[src/verilog/rename_config.svh]
`ifndef RENAME_CONFIG_SVH
`define RENAME_CONFIG_SVH

// Reorder buffer entries
// Power of two, so head and tail wrap on their own
`define ROB_DEPTH 16

// Architectural register count
`define ARCH_REGS 32

// Physical register count, always above ARCH_REGS
// The first ARCH_REGS of them hold the identity map out of reset
`define PHYS_REGS 64

`endif

[src/verilog/rename_pkg.sv]
`default_nettype none

`include "rename_config.svh"

package rename_pkg;

    typedef logic [$clog2(`ARCH_REGS)-1:0] arch_reg_t;
    typedef logic [$clog2(`PHYS_REGS)-1:0] phys_reg_t;
    typedef logic [$clog2(`ROB_DEPTH)-1:0] rob_idx_t;
    // One extra bit so a full ROB is distinct from an empty one
    typedef logic [$clog2(`ROB_DEPTH):0]   rob_count_t;

    typedef struct packed {
        logic      rd_wen;
        arch_reg_t rd_arch;
    } dispatch_req_t;

    typedef struct packed {
        rob_idx_t  rob_idx;
        phys_reg_t new_prf;
        phys_reg_t old_prf;
    } dispatch_rsp_t;

    typedef struct packed {
        rob_idx_t rob_idx;
        logic     exception;
        logic     mispred;
    } wb_t;

    typedef struct packed {
        logic      rd_wen;
        arch_reg_t rd_arch;
        phys_reg_t new_prf;
        phys_reg_t old_prf;
    } commit_t;

    typedef struct packed {
        logic    valid;
        logic    done;
        logic    exception;
        logic    mispred;
        commit_t payload;
    } rob_entry_t;

endpackage

`default_nettype wire

[src/verilog/free_list.sv]
`include "rename_config.svh"

`default_nettype none

module free_list
    import rename_pkg::*;
(
    input  logic      clock,
    input  logic      reset,

    input  logic      alloc_i,
    output phys_reg_t free_prf_o,
    output logic      empty_o,

    input  logic      commit_valid_i,
    input  commit_t   commit_i,

    input  logic      flush_i
);

    // A set bit marks a free physical register
    localparam logic [`PHYS_REGS-1:0] free_at_reset =
        {{(`PHYS_REGS - `ARCH_REGS){1'b1}}, {`ARCH_REGS{1'b0}}};

    if (`PHYS_REGS <= `ARCH_REGS) begin : g_size_check
        $error("PHYS_REGS must be larger than ARCH_REGS");
    end

    logic [`PHYS_REGS-1:0] spec_free;
    logic [`PHYS_REGS-1:0] commit_free;
    logic [`PHYS_REGS-1:0] spec_next;
    logic [`PHYS_REGS-1:0] commit_next;
    logic                  release_en;

    assign release_en = commit_valid_i && commit_i.rd_wen;
    assign empty_o    = ~|spec_free;

    // Lowest set bit wins
    always_comb begin
        free_prf_o = '0;
        for (int i = `PHYS_REGS - 1; i >= 0; i--) begin
            if (spec_free[i]) begin
                free_prf_o = phys_reg_t'(i);
            end
        end
    end

    always_comb begin
        commit_next = commit_free;
        if (release_en) begin
            commit_next[commit_i.old_prf] = 1'b1;
            commit_next[commit_i.new_prf] = 1'b0;
        end
    end

    always_comb begin
        spec_next = spec_free;
        if (alloc_i) begin
            spec_next[free_prf_o] = 1'b0;
        end
        if (release_en) begin
            spec_next[commit_i.old_prf] = 1'b1;
        end
        if (flush_i) begin
            spec_next = commit_next;
        end
    end

    always_ff @(posedge clock or posedge reset) begin
        if (reset) begin
            spec_free   <= free_at_reset;
            commit_free <= free_at_reset;
        end else begin
            spec_free   <= spec_next;
            commit_free <= commit_next;
        end
    end

    a_no_alloc_empty: assert property (
        @(posedge clock) disable iff (reset)
        alloc_i |-> !empty_o
    ) else $error("free list allocation while empty");

    // Retiring old_prf must still be held by the committed state
    a_no_double_free: assert property (
        @(posedge clock) disable iff (reset)
        release_en |-> !commit_free[commit_i.old_prf]
    ) else $error("physical register freed twice");

endmodule

`default_nettype wire

[src/verilog/map_table.sv]
`include "rename_config.svh"

`default_nettype none

module map_table
    import rename_pkg::*;
(
    input  logic      clock,
    input  logic      reset,

    // Current mapping of the incoming destination
    input  arch_reg_t lookup_arch_i,
    output phys_reg_t old_prf_o,

    // Speculative update at dispatch
    input  logic      rename_i,
    input  arch_reg_t rename_arch_i,
    input  phys_reg_t rename_prf_i,

    // Architectural update at retirement
    input  logic      commit_valid_i,
    input  commit_t   commit_i,

    input  logic      flush_i
);

    phys_reg_t spec_map   [`ARCH_REGS];
    phys_reg_t commit_map [`ARCH_REGS];

    phys_reg_t spec_next   [`ARCH_REGS];
    phys_reg_t commit_next [`ARCH_REGS];

    assign old_prf_o = spec_map[lookup_arch_i];

    always_comb begin
        commit_next = commit_map;
        if (commit_valid_i && commit_i.rd_wen) begin
            commit_next[commit_i.rd_arch] = commit_i.new_prf;
        end
    end

    // Restore sees the commit retiring in the flush cycle
    always_comb begin
        spec_next = spec_map;
        if (rename_i) begin
            spec_next[rename_arch_i] = rename_prf_i;
        end
        if (flush_i) begin
            spec_next = commit_next;
        end
    end

    always_ff @(posedge clock or posedge reset) begin
        if (reset) begin
            // Identity map
            for (int i = 0; i < `ARCH_REGS; i++) begin
                spec_map[i]   <= phys_reg_t'(i);
                commit_map[i] <= phys_reg_t'(i);
            end
        end else begin
            spec_map   <= spec_next;
            commit_map <= commit_next;
        end
    end

endmodule

`default_nettype wire

[src/verilog/rename_retire_top.sv]
`default_nettype none

module rename_retire_top
    import rename_pkg::*;
(
    input  logic          clock,
    input  logic          reset,

    // Dispatch handshake
    input  logic          disp_valid_i,
    input  dispatch_req_t disp_req_i,
    output logic          disp_ready_o,
    output dispatch_rsp_t disp_rsp_o,

    // Completion
    input  logic          wb_valid_i,
    input  wb_t           wb_i,

    // Retirement
    output logic          commit_valid_o,
    output commit_t       commit_o,

    output logic          flush_o,
    output rob_idx_t      flush_idx_o
);

    logic      rob_full;
    logic      free_empty;
    phys_reg_t free_prf;
    phys_reg_t old_prf;
    rob_idx_t  rob_idx;
    logic      alloc_fire;
    logic      rename_fire;
    commit_t   alloc_entry;

    // A destination-less instruction can still go with no free register
    assign disp_ready_o = !rob_full && !flush_o && (!free_empty || !disp_req_i.rd_wen);
    assign alloc_fire   = disp_valid_i && disp_ready_o;
    assign rename_fire  = alloc_fire && disp_req_i.rd_wen;

    assign alloc_entry.rd_wen  = disp_req_i.rd_wen;
    assign alloc_entry.rd_arch = disp_req_i.rd_arch;
    assign alloc_entry.new_prf = free_prf;
    assign alloc_entry.old_prf = old_prf;

    assign disp_rsp_o.rob_idx = rob_idx;
    assign disp_rsp_o.new_prf = free_prf;
    assign disp_rsp_o.old_prf = old_prf;

    reorder_buffer i_rob (
        .clock          (clock),
        .reset          (reset),
        .alloc_i        (alloc_fire),
        .alloc_entry_i  (alloc_entry),
        .alloc_idx_o    (rob_idx),
        .full_o         (rob_full),
        .wb_valid_i     (wb_valid_i),
        .wb_i           (wb_i),
        .commit_valid_o (commit_valid_o),
        .commit_o       (commit_o),
        .flush_o        (flush_o),
        .flush_idx_o    (flush_idx_o)
    );

    map_table i_map (
        .clock          (clock),
        .reset          (reset),
        .lookup_arch_i  (disp_req_i.rd_arch),
        .old_prf_o      (old_prf),
        .rename_i       (rename_fire),
        .rename_arch_i  (disp_req_i.rd_arch),
        .rename_prf_i   (free_prf),
        .commit_valid_i (commit_valid_o),
        .commit_i       (commit_o),
        .flush_i        (flush_o)
    );

    free_list i_free (
        .clock          (clock),
        .reset          (reset),
        .alloc_i        (rename_fire),
        .free_prf_o     (free_prf),
        .empty_o        (free_empty),
        .commit_valid_i (commit_valid_o),
        .commit_i       (commit_o),
        .flush_i        (flush_o)
    );

endmodule

`default_nettype wire

[src/verilog/reorder_buffer.sv]
`include "rename_config.svh"

`default_nettype none

module reorder_buffer
    import rename_pkg::*;
(
    input  logic       clock,
    input  logic       reset,

    // Allocation at the tail
    input  logic       alloc_i,
    input  commit_t    alloc_entry_i,
    output rob_idx_t   alloc_idx_o,
    output logic       full_o,

    // Out of order completion
    input  logic       wb_valid_i,
    input  wb_t        wb_i,

    // In order retirement
    output logic       commit_valid_o,
    output commit_t    commit_o,

    output logic       flush_o,
    output rob_idx_t   flush_idx_o
);

    rob_entry_t entries [`ROB_DEPTH];

    rob_idx_t   head;
    rob_idx_t   tail;
    rob_count_t count;

    rob_entry_t head_entry;
    logic       retire_en;
    logic       head_marked;
    logic       flush_now;

    assign head_entry  = entries[head];
    assign retire_en   = head_entry.valid && head_entry.done;
    assign head_marked = head_entry.exception || head_entry.mispred;
    assign flush_now   = retire_en && head_marked;

    assign alloc_idx_o = tail;
    assign full_o      = (count == rob_count_t'(`ROB_DEPTH));

    always_ff @(posedge clock or posedge reset) begin
        if (reset) begin
            head           <= '0;
            tail           <= '0;
            count          <= '0;
            commit_valid_o <= 1'b0;
            flush_o        <= 1'b0;
            for (int i = 0; i < `ROB_DEPTH; i++) begin
                entries[i] <= '0;
            end
        end else begin
            commit_valid_o <= retire_en;
            flush_o        <= flush_now;

            if (wb_valid_i) begin
                entries[wb_i.rob_idx].done      <= 1'b1;
                entries[wb_i.rob_idx].exception <= wb_i.exception;
                entries[wb_i.rob_idx].mispred   <= wb_i.mispred;
            end

            if (alloc_i) begin
                entries[tail] <= rob_entry_t'{
                    valid:     1'b1,
                    done:      1'b0,
                    exception: 1'b0,
                    mispred:   1'b0,
                    payload:   alloc_entry_i
                };
                tail <= rob_idx_t'(tail + 1'b1);
            end

            if (retire_en) begin
                entries[head].valid <= 1'b0;
                head <= rob_idx_t'(head + 1'b1);
            end

            count <= count + rob_count_t'(alloc_i) - rob_count_t'(retire_en);

            // Marked head still retires, then every younger entry is dropped
            if (flush_now) begin
                for (int i = 0; i < `ROB_DEPTH; i++) begin
                    entries[i].valid <= 1'b0;
                    entries[i].done  <= 1'b0;
                end
                head  <= '0;
                tail  <= '0;
                count <= '0;
            end
        end
    end

    // Retired payload, qualified by commit_valid_o and flush_o
    always_ff @(posedge clock) begin
        if (retire_en) begin
            commit_o    <= head_entry.payload;
            flush_idx_o <= head;
        end
    end

    // Completion must target a live entry
    a_wb_live_entry: assert property (
        @(posedge clock) disable iff (reset)
        wb_valid_i |-> entries[wb_i.rob_idx].valid
    ) else $error("writeback to an empty ROB slot");

    // Dispatch ready upstream has to cover the full case
    a_no_alloc_full: assert property (
        @(posedge clock) disable iff (reset)
        alloc_i |-> !full_o
    ) else $error("ROB allocation while full");

endmodule

`default_nettype wire
[config.mk]
export PLATFORM = sky130hd
export DESIGN_NAME = rename_retire_top
export DESIGN_NICKNAME = d
export VERILOG_FILES = /design/src/verilog/rename_pkg.sv /design/src/verilog/free_list.sv /design/src/verilog/map_table.sv /design/src/verilog/rename_retire_top.sv /design/src/verilog/reorder_buffer.sv
export VERILOG_INCLUDE_DIRS = /design/src /design/src/verilog
export SDC_FILE = /design/constraint.sdc
export NUM_CORES = 2
export LEC_CHECK = 0
export ABC_AREA = 1
export ABC_CLOCK_PERIOD_IN_PS = 13200
export BUFFER_PORTS_ARGS = -buffer_cell sky130_fd_sc_hd__buf_2
export CAP_MARGIN = 20
export CELL_PAD_IN_SITES_DETAIL_PLACEMENT = 0
export CELL_PAD_IN_SITES_GLOBAL_PLACEMENT = 1
export CORE_ASPECT_RATIO = 1.25
export CORE_UTILIZATION = 44
export CTS_CLUSTER_SIZE = 20
export DETAILED_ROUTE_END_ITERATION = 10
export GPL_TIMING_DRIVEN = 1
export HOLD_SLACK_MARGIN = 0.03
export PLACE_DENSITY = 0.81
export SKIP_CTS_REPAIR_TIMING = 1
export SYNTH_ARGS = -nofsm -noshare
export SYNTH_HDL_FRONTEND = slang
export SYNTH_HIERARCHICAL = 1
export SYNTH_SLANG_ARGS = --single-unit
[constraint.sdc]
create_clock -name clock -period 13.2 [get_ports clock]
set_input_delay 2.64 -clock clock [delete_from_list [all_inputs] [get_ports clock]]
set_output_delay 2.64 -clock clock [all_outputs]
set_load 0.05 [all_outputs]
* Word level (Yosys, flattened, before mapping)
Cells that the tools add are included.
** Operators by class
- Mux-type cells :: 128
- Multiply operators :: 0
- Eq/ne operators :: 1
- Bitwise logic cells :: 11
- $lt $le $gt $ge :: 16
- $add $sub $neg :: 4
- Shifts and indexed selects :: 0
- Div/mod/pow operators :: 0
- Reduce and logical (&&, ||, !) cells :: 24
** Operators with widths (count)
- 352-bit bitwise mux :: 5
- 352-bit two-way mux :: 3
- 192-bit two-way mux :: 3
- 22-bit demux with 4-bit select :: 5
- 6-bit two-way mux :: 68
- 192-bit bitwise mux :: 2
- 64-bit two-way mux :: 4
- 64-bit bitwise AND :: 2
- 64-bit inverter :: 2
- 64-bit OR :: 2
- 22-bit binary-select mux with 4-bit select :: 1
- 22-bit two-way mux :: 4
- 64-bit OR reduction :: 1
- 6-bit demux with 5-bit select :: 2
- 2-bit two-way mux :: 16
- 6-bit binary-select mux with 5-bit select :: 1
- 6-bit by 7-bit less-than comparator with 1-bit output, second input constant :: 3
- 21-bit two-way mux :: 1
- 20-bit two-way mux :: 1
- 19-bit two-way mux :: 1
- 1-bit demux with 6-bit select :: 3
- 6-bit by 1-bit >= comparator with 1-bit output, second input constant :: 3
- 4-bit two-way mux :: 4
- 5-bit >= comparator, second input constant :: 3
- 15 further kinds :: 44
** Storage, ports and cells
- Memory bits (read-only) :: 0
- Output and inout port bits :: 41
- Bits in registers :: 901
- Bits in latches :: 0
- Bits of input ports :: 16
- Memories :: 0
- Word-level logic and storage cells :: 388
- RAM bits :: 0

* Depth between registers and ports, before layout
- Word-level depth :: 74
- Mapped depth :: 69
- Depth with buffers taken out :: 67

* By module
The synthesis kept the hierarchy.
** By module, submodules not included
- map_table :: area an instance 18574.1 µm², sequential area each 9809.4 µm², cells an instance 2288, times used 1
- reorder_buffer :: area an instance 17943.5 µm², sequential area each 9844.4 µm², cells an instance 2211, times used 1
- free_list :: area an instance 7188.1 µm², sequential area each 3283.1 µm², cells an instance 964, times used 1
- rename_retire_top :: area an instance 41.3 µm², sequential area each 0.0 µm², cells an instance 8, times used 1

* Worst setup path before layout
No wires, ideal clock.
- Kind :: input-to-output
- Start :: in disp_req_i[0] (netlist name)
- End :: out disp_rsp_o[4] (netlist name)
- Cell stages on the path :: 11
- Setup slack :: 6.494 ns
- Data arrival time :: 4.066 ns
- Buffers on the path :: 3
- Data required time :: 10.560 ns
- Cell sequence :: buf_2 buf_2 clkbuf_1 nand2_1 nand3_1 nand3_1 nand2_1 nand2_1 nand2_1 nand2_1 nand2_1
** RTL lines
- start, declared :: RTL line rename_retire_top.sv:11 : input dispatch_req_t disp_req_i,
- end, declared :: RTL line rename_retire_top.sv:13 : output dispatch_rsp_t disp_rsp_o,

==> reports/results.md <==
| Quantity | This run | Unit |
| --- | --- | --- |
| Maximum Capacitance Violations | 0 | - |
| Required time of the critical path | 10560 | ps |
| CP Depth | 65 | - |
| Crit path top cell by count | nand2_1 | - |
| Worst R2R Path Depth | 68 | - |
| Crit. End Element | output port | - |
| Post-layout minimum cycle time | 8240 | ps |
| Reg-to-Reg Start | i_free/spec_free[62]$_DFF_PP1_ | - |
| Cell type with the highest aggregate area in the netlist | dfrtp_1 | - |
| Top-area cell type share of the netlist area | 0.375 | - |
| Post-detailed-route count of antenna-violating nets | 0 | - |
| H-tree depth | 3 | - |
| Port bufs | 56 | - |
| Outcome | complete, no violations | - |
| Die W | 284 | µm |
| Peak supply drop | 0.000133 | V |
| Longest Clk Path Bufs | 3 | - |
| Top Metal Used | met4 | - |
| Netlist Area Pre-Place | 0.0437 | mm² |
| Cell at the slowest stage of the critical path | dfstp_2 | - |
| Starting utilization of the core area | 0.446 | - |
| Number of antenna violations at the first check in global routing | 0 | - |
| Height of the die | 355 | µm |
| Critical setup path kind | reg2out | - |
| Number of library cell types mapped by synthesis | 41 | - |
| Pin count of the biggest net entering global routing | 166 | - |
| Path class of the lowest-slack min-delay path | reg2reg | - |
| Wire length on met1 | 60100 | µm |
| Source-to-sink clock delay at the later pin of the worst-skew pair | 700 | ps |
| Finished Cell Area | 0.0483 | mm² |
| First-pass GRT wire length | 226000 | µm |
| Slew of the pin with the lowest slew margin | 1230 | ps |
| Critical path endpoint | disp_rsp_o[6] | - |
| Sum of met2 wire segment lengths after detailed routing | 68700 | µm |
| Most frequently used cell type in the post-synthesis netlist | nand2_1 | - |
| Per-instance average area after synthesis | 8.00 | µm² |
| Layout fillers | 9668 | - |
| Number of nets in the layout | 5365 | - |
| Most used standard cells in the synthesized netlist | 1559 x nand2_1, 655 x dfrtp_1, 630 x nand3_1, 495 x o21ai_0, 386 x nor2_1 | - |
| Relative max-transition margin | 0.172 | - |
| Post-detailed-placement half-perimeter wirelength | 88600 | µm |
| Setup violators final | 0 | - |
| Mapped Nets | 5502 | - |
| Clock tree from TritonCTS | yes | - |
| Hold-critical path depth | 2 | - |
| Via density per instance | 5.69 | - |
| Final-layout setup total negative slack | 0 | ps |
| Final Routed Wirelength | 146000 | µm |
| Wirelength per Cell | 21.8 | µm |
| Worst hold start | i_map/commit_map[183]$_DFF_PP0_ | - |
| Launch point of the worst path | i_free/spec_free[61]$_DFF_PP1_ | - |
| Worst Setup Start Kind | flop | - |
| Number of remaining DRC errors | 0 | - |
| Fmax | 121 | MHz |
| Vias after detailed routing | 38200 | - |
| Count of flip-flops with a built-in enable after synthesis | 22 | - |
| Sequential-to-total area share from yosys stat | 0.524 | - |
| Global-route usage over all layers | 0.290 | - |
| Number of standard cells in the final layout excluding fillers | 6717 | - |
| Unrepaired setup endpoints after global routing | false | - |
| Top FF cell, synth | dfrtp_1 | - |
| Number of warnings reported in the yosys synthesis log | 6 | - |
| Gate count of the mapped netlist | 5471 | - |
| Worst clock skew | 25.7 | ps |
| Global placer's final weighted congestion | 0.906 | - |
| Overall overflow remaining after global route | 0 | - |
| Ratio of final minimum period to clock period | 0.624 | - |
| R2R setup slack | 7610 | ps |
| CTS buffer count | 95 | - |
| 1st-pass router iterations | 5 | - |
| Share of flip-flops with an asynchronous set or reset | 0.976 | - |
| Synthesis-stage register bit count | 901 | - |
| Met3 Routed Length | 8760 | µm |
| Antenna fix cells | 0 | - |
| Main area contributors after synthesis | dfrtp_1 37%, dfstp_2 13%, nand2_1 13% | - |
| Placeable Area | 0.0980 | mm² |
| Placement-stage cell area | 0.0449 | mm² |
| Number of buffer and inverter instances along the worst setup path | 3 | - |
| Count of final hold-check violations | 0 | - |
| Max Transition Viols Final | 0 | - |
| Placement Rows | 128 | - |
| Final hold slack | 466 | ps |
| Number of violations reported at the end of detailed-routing iteration 0 | 3630 | - |
| Io pins | 57 | - |
| Worst endpoint data arrival time | 5600 | ps |
| Worst r2r dst | i_map/spec_map[66]$_DFFE_PP0P_ | - |
| Clock root buffer | clkbuf_16 | - |
| Area delta synth->final | 10.3 | % |
| Vias in the first global route | 36900 | - |
| Maximum fanout along the worst path | 33 | - |
| Power per cell area | 244 | mW/mm² |
| Largest incremental delay on the critical path | 550 | ps |
| Die outline area | 0.101 | mm² |
| Total leakage power | 21.6 | nW |
| Ratio of cells with drive above 1 in the final layout | 0.117 | - |
| Clock Pin Slew Worst Setup and Hold Paths | 60 | ps |
| TritonCTS sink count | 901 | - |
| Crit-path leading delay family | simple AND/OR/NAND/NOR gates | - |
| Placed Instances | 6532 | - |
==> sequential cells by signal (all words and copies together) (netlist names) <==
register,cells
i_rob/count,5
i_rob/flush_o,1
i_rob/head,4
i_free/spec_free,64
i_map/commit_map,192
i_free/commit_free,64
i_map/spec_map,192
i_rob/commit_valid_o,1
i_rob/alloc_idx_o,4
i_rob/commit_o,18
i_rob/entries,352
i_rob/flush_idx_o,4
==> how the worst min path moves through the flow <==
stage / end
4_1_cts: i_map/commit_map[67]$_DFF_PP0_
6_report: i_map/commit_map[183]$_DFF_PP0_
5_1_grt: i_map/commit_map[53]$_DFF_PP0_
2_1_floorplan: i_rob/flush_idx_o[2]$_DFFE_PN_
3_3_place_gp: i_map/commit_map[126]$_DFF_PP0_
3_5_place_dp: i_map/commit_map[183]$_DFF_PP0_
==> routing by layer <==
layer | up-vias | global-route usage
li1 | 17800 | -
met1 | 18600 | 0.378
met2 | 1390 | 0.469
met3 | 379 | 0.0362
met4 | 0 | 0.161
met5 | - | 0
==> cells by family (layout without fill, tap and decap cells) <==
family          count (synthesis)  count (layout)  synth area share
buf+inv                       740             686            0.0688
compound gates               1082            1082             0.139
simple gates                 2724            2724             0.262
xor+xnor                        9               9           0.00180
fa+ha+maj                      15              15           0.00446
flops                         901             901             0.524
==> tightest hold or removal path, cell delays in order, from the launching register on <==
cell and delay, ps:
dfrtp_1 320, nand2_1 50, nand2_1 60
==> cell usage in the layout, fill, tap and decap left out, types with 12 or more instances in the layout <==
master / synthesis / final
edfxtp_1: 22 / 22
clkbuf_1: 261 / 24
inv_1: 337 / 333
inv_2: 13 / 12
nand3_1: 630 / 630
ha_1: 14 / 14
nor2_1: 386 / 377
dfrtp_1: 655 / 652
o21ai_1: 20 / 20
nor3_1: 48 / 43
nand4_1: 53 / 53
nand2_1: 1559 / 1553
o22ai_1: 30 / 30
a21oi_2: 29 / 30
clkbuf_16: 0 / 95
buf_4: 10 / 91
clkbuf_8: 0 / 30
a21oi_1: 301 / 300
o21ai_0: 495 / 495
dfstp_2: 224 / 224
nor4_1: 22 / 12
clkinv_2: 0 / 14
o211ai_1: 194 / 194
buf_2: 77 / 56
==> metrics by stage <==
stage                util  worst slack, ps  total power, mW
floorplan               -              154             7.52
global placement    0.458             5130             8.83
detailed placement  0.458             5130             8.91
CTS                 0.492             4930             11.8
global route        0.492             4110             12.5
finish              0.492             4960             11.8
==> final cells by class <==
class	count	area [µm²]	area share
timing repair buffer	154	1080	0.0224
sequential	901	22900	0.475
multi-input combinational	3830	18000	0.372
tap	1300	1630	0.0337
inverter	352	1350	0.0279
clock buffer	149	2880	0.0597
clock inverter	31	414	0.00858
==> power breakdown <==
part	switching, mW	internal (mW)
Combinational	2.85	1.19
Clock	1.18	1.63
Sequential	0.787	4.12
Total	4.82	6.95
(Power assumes the default switching activity.)
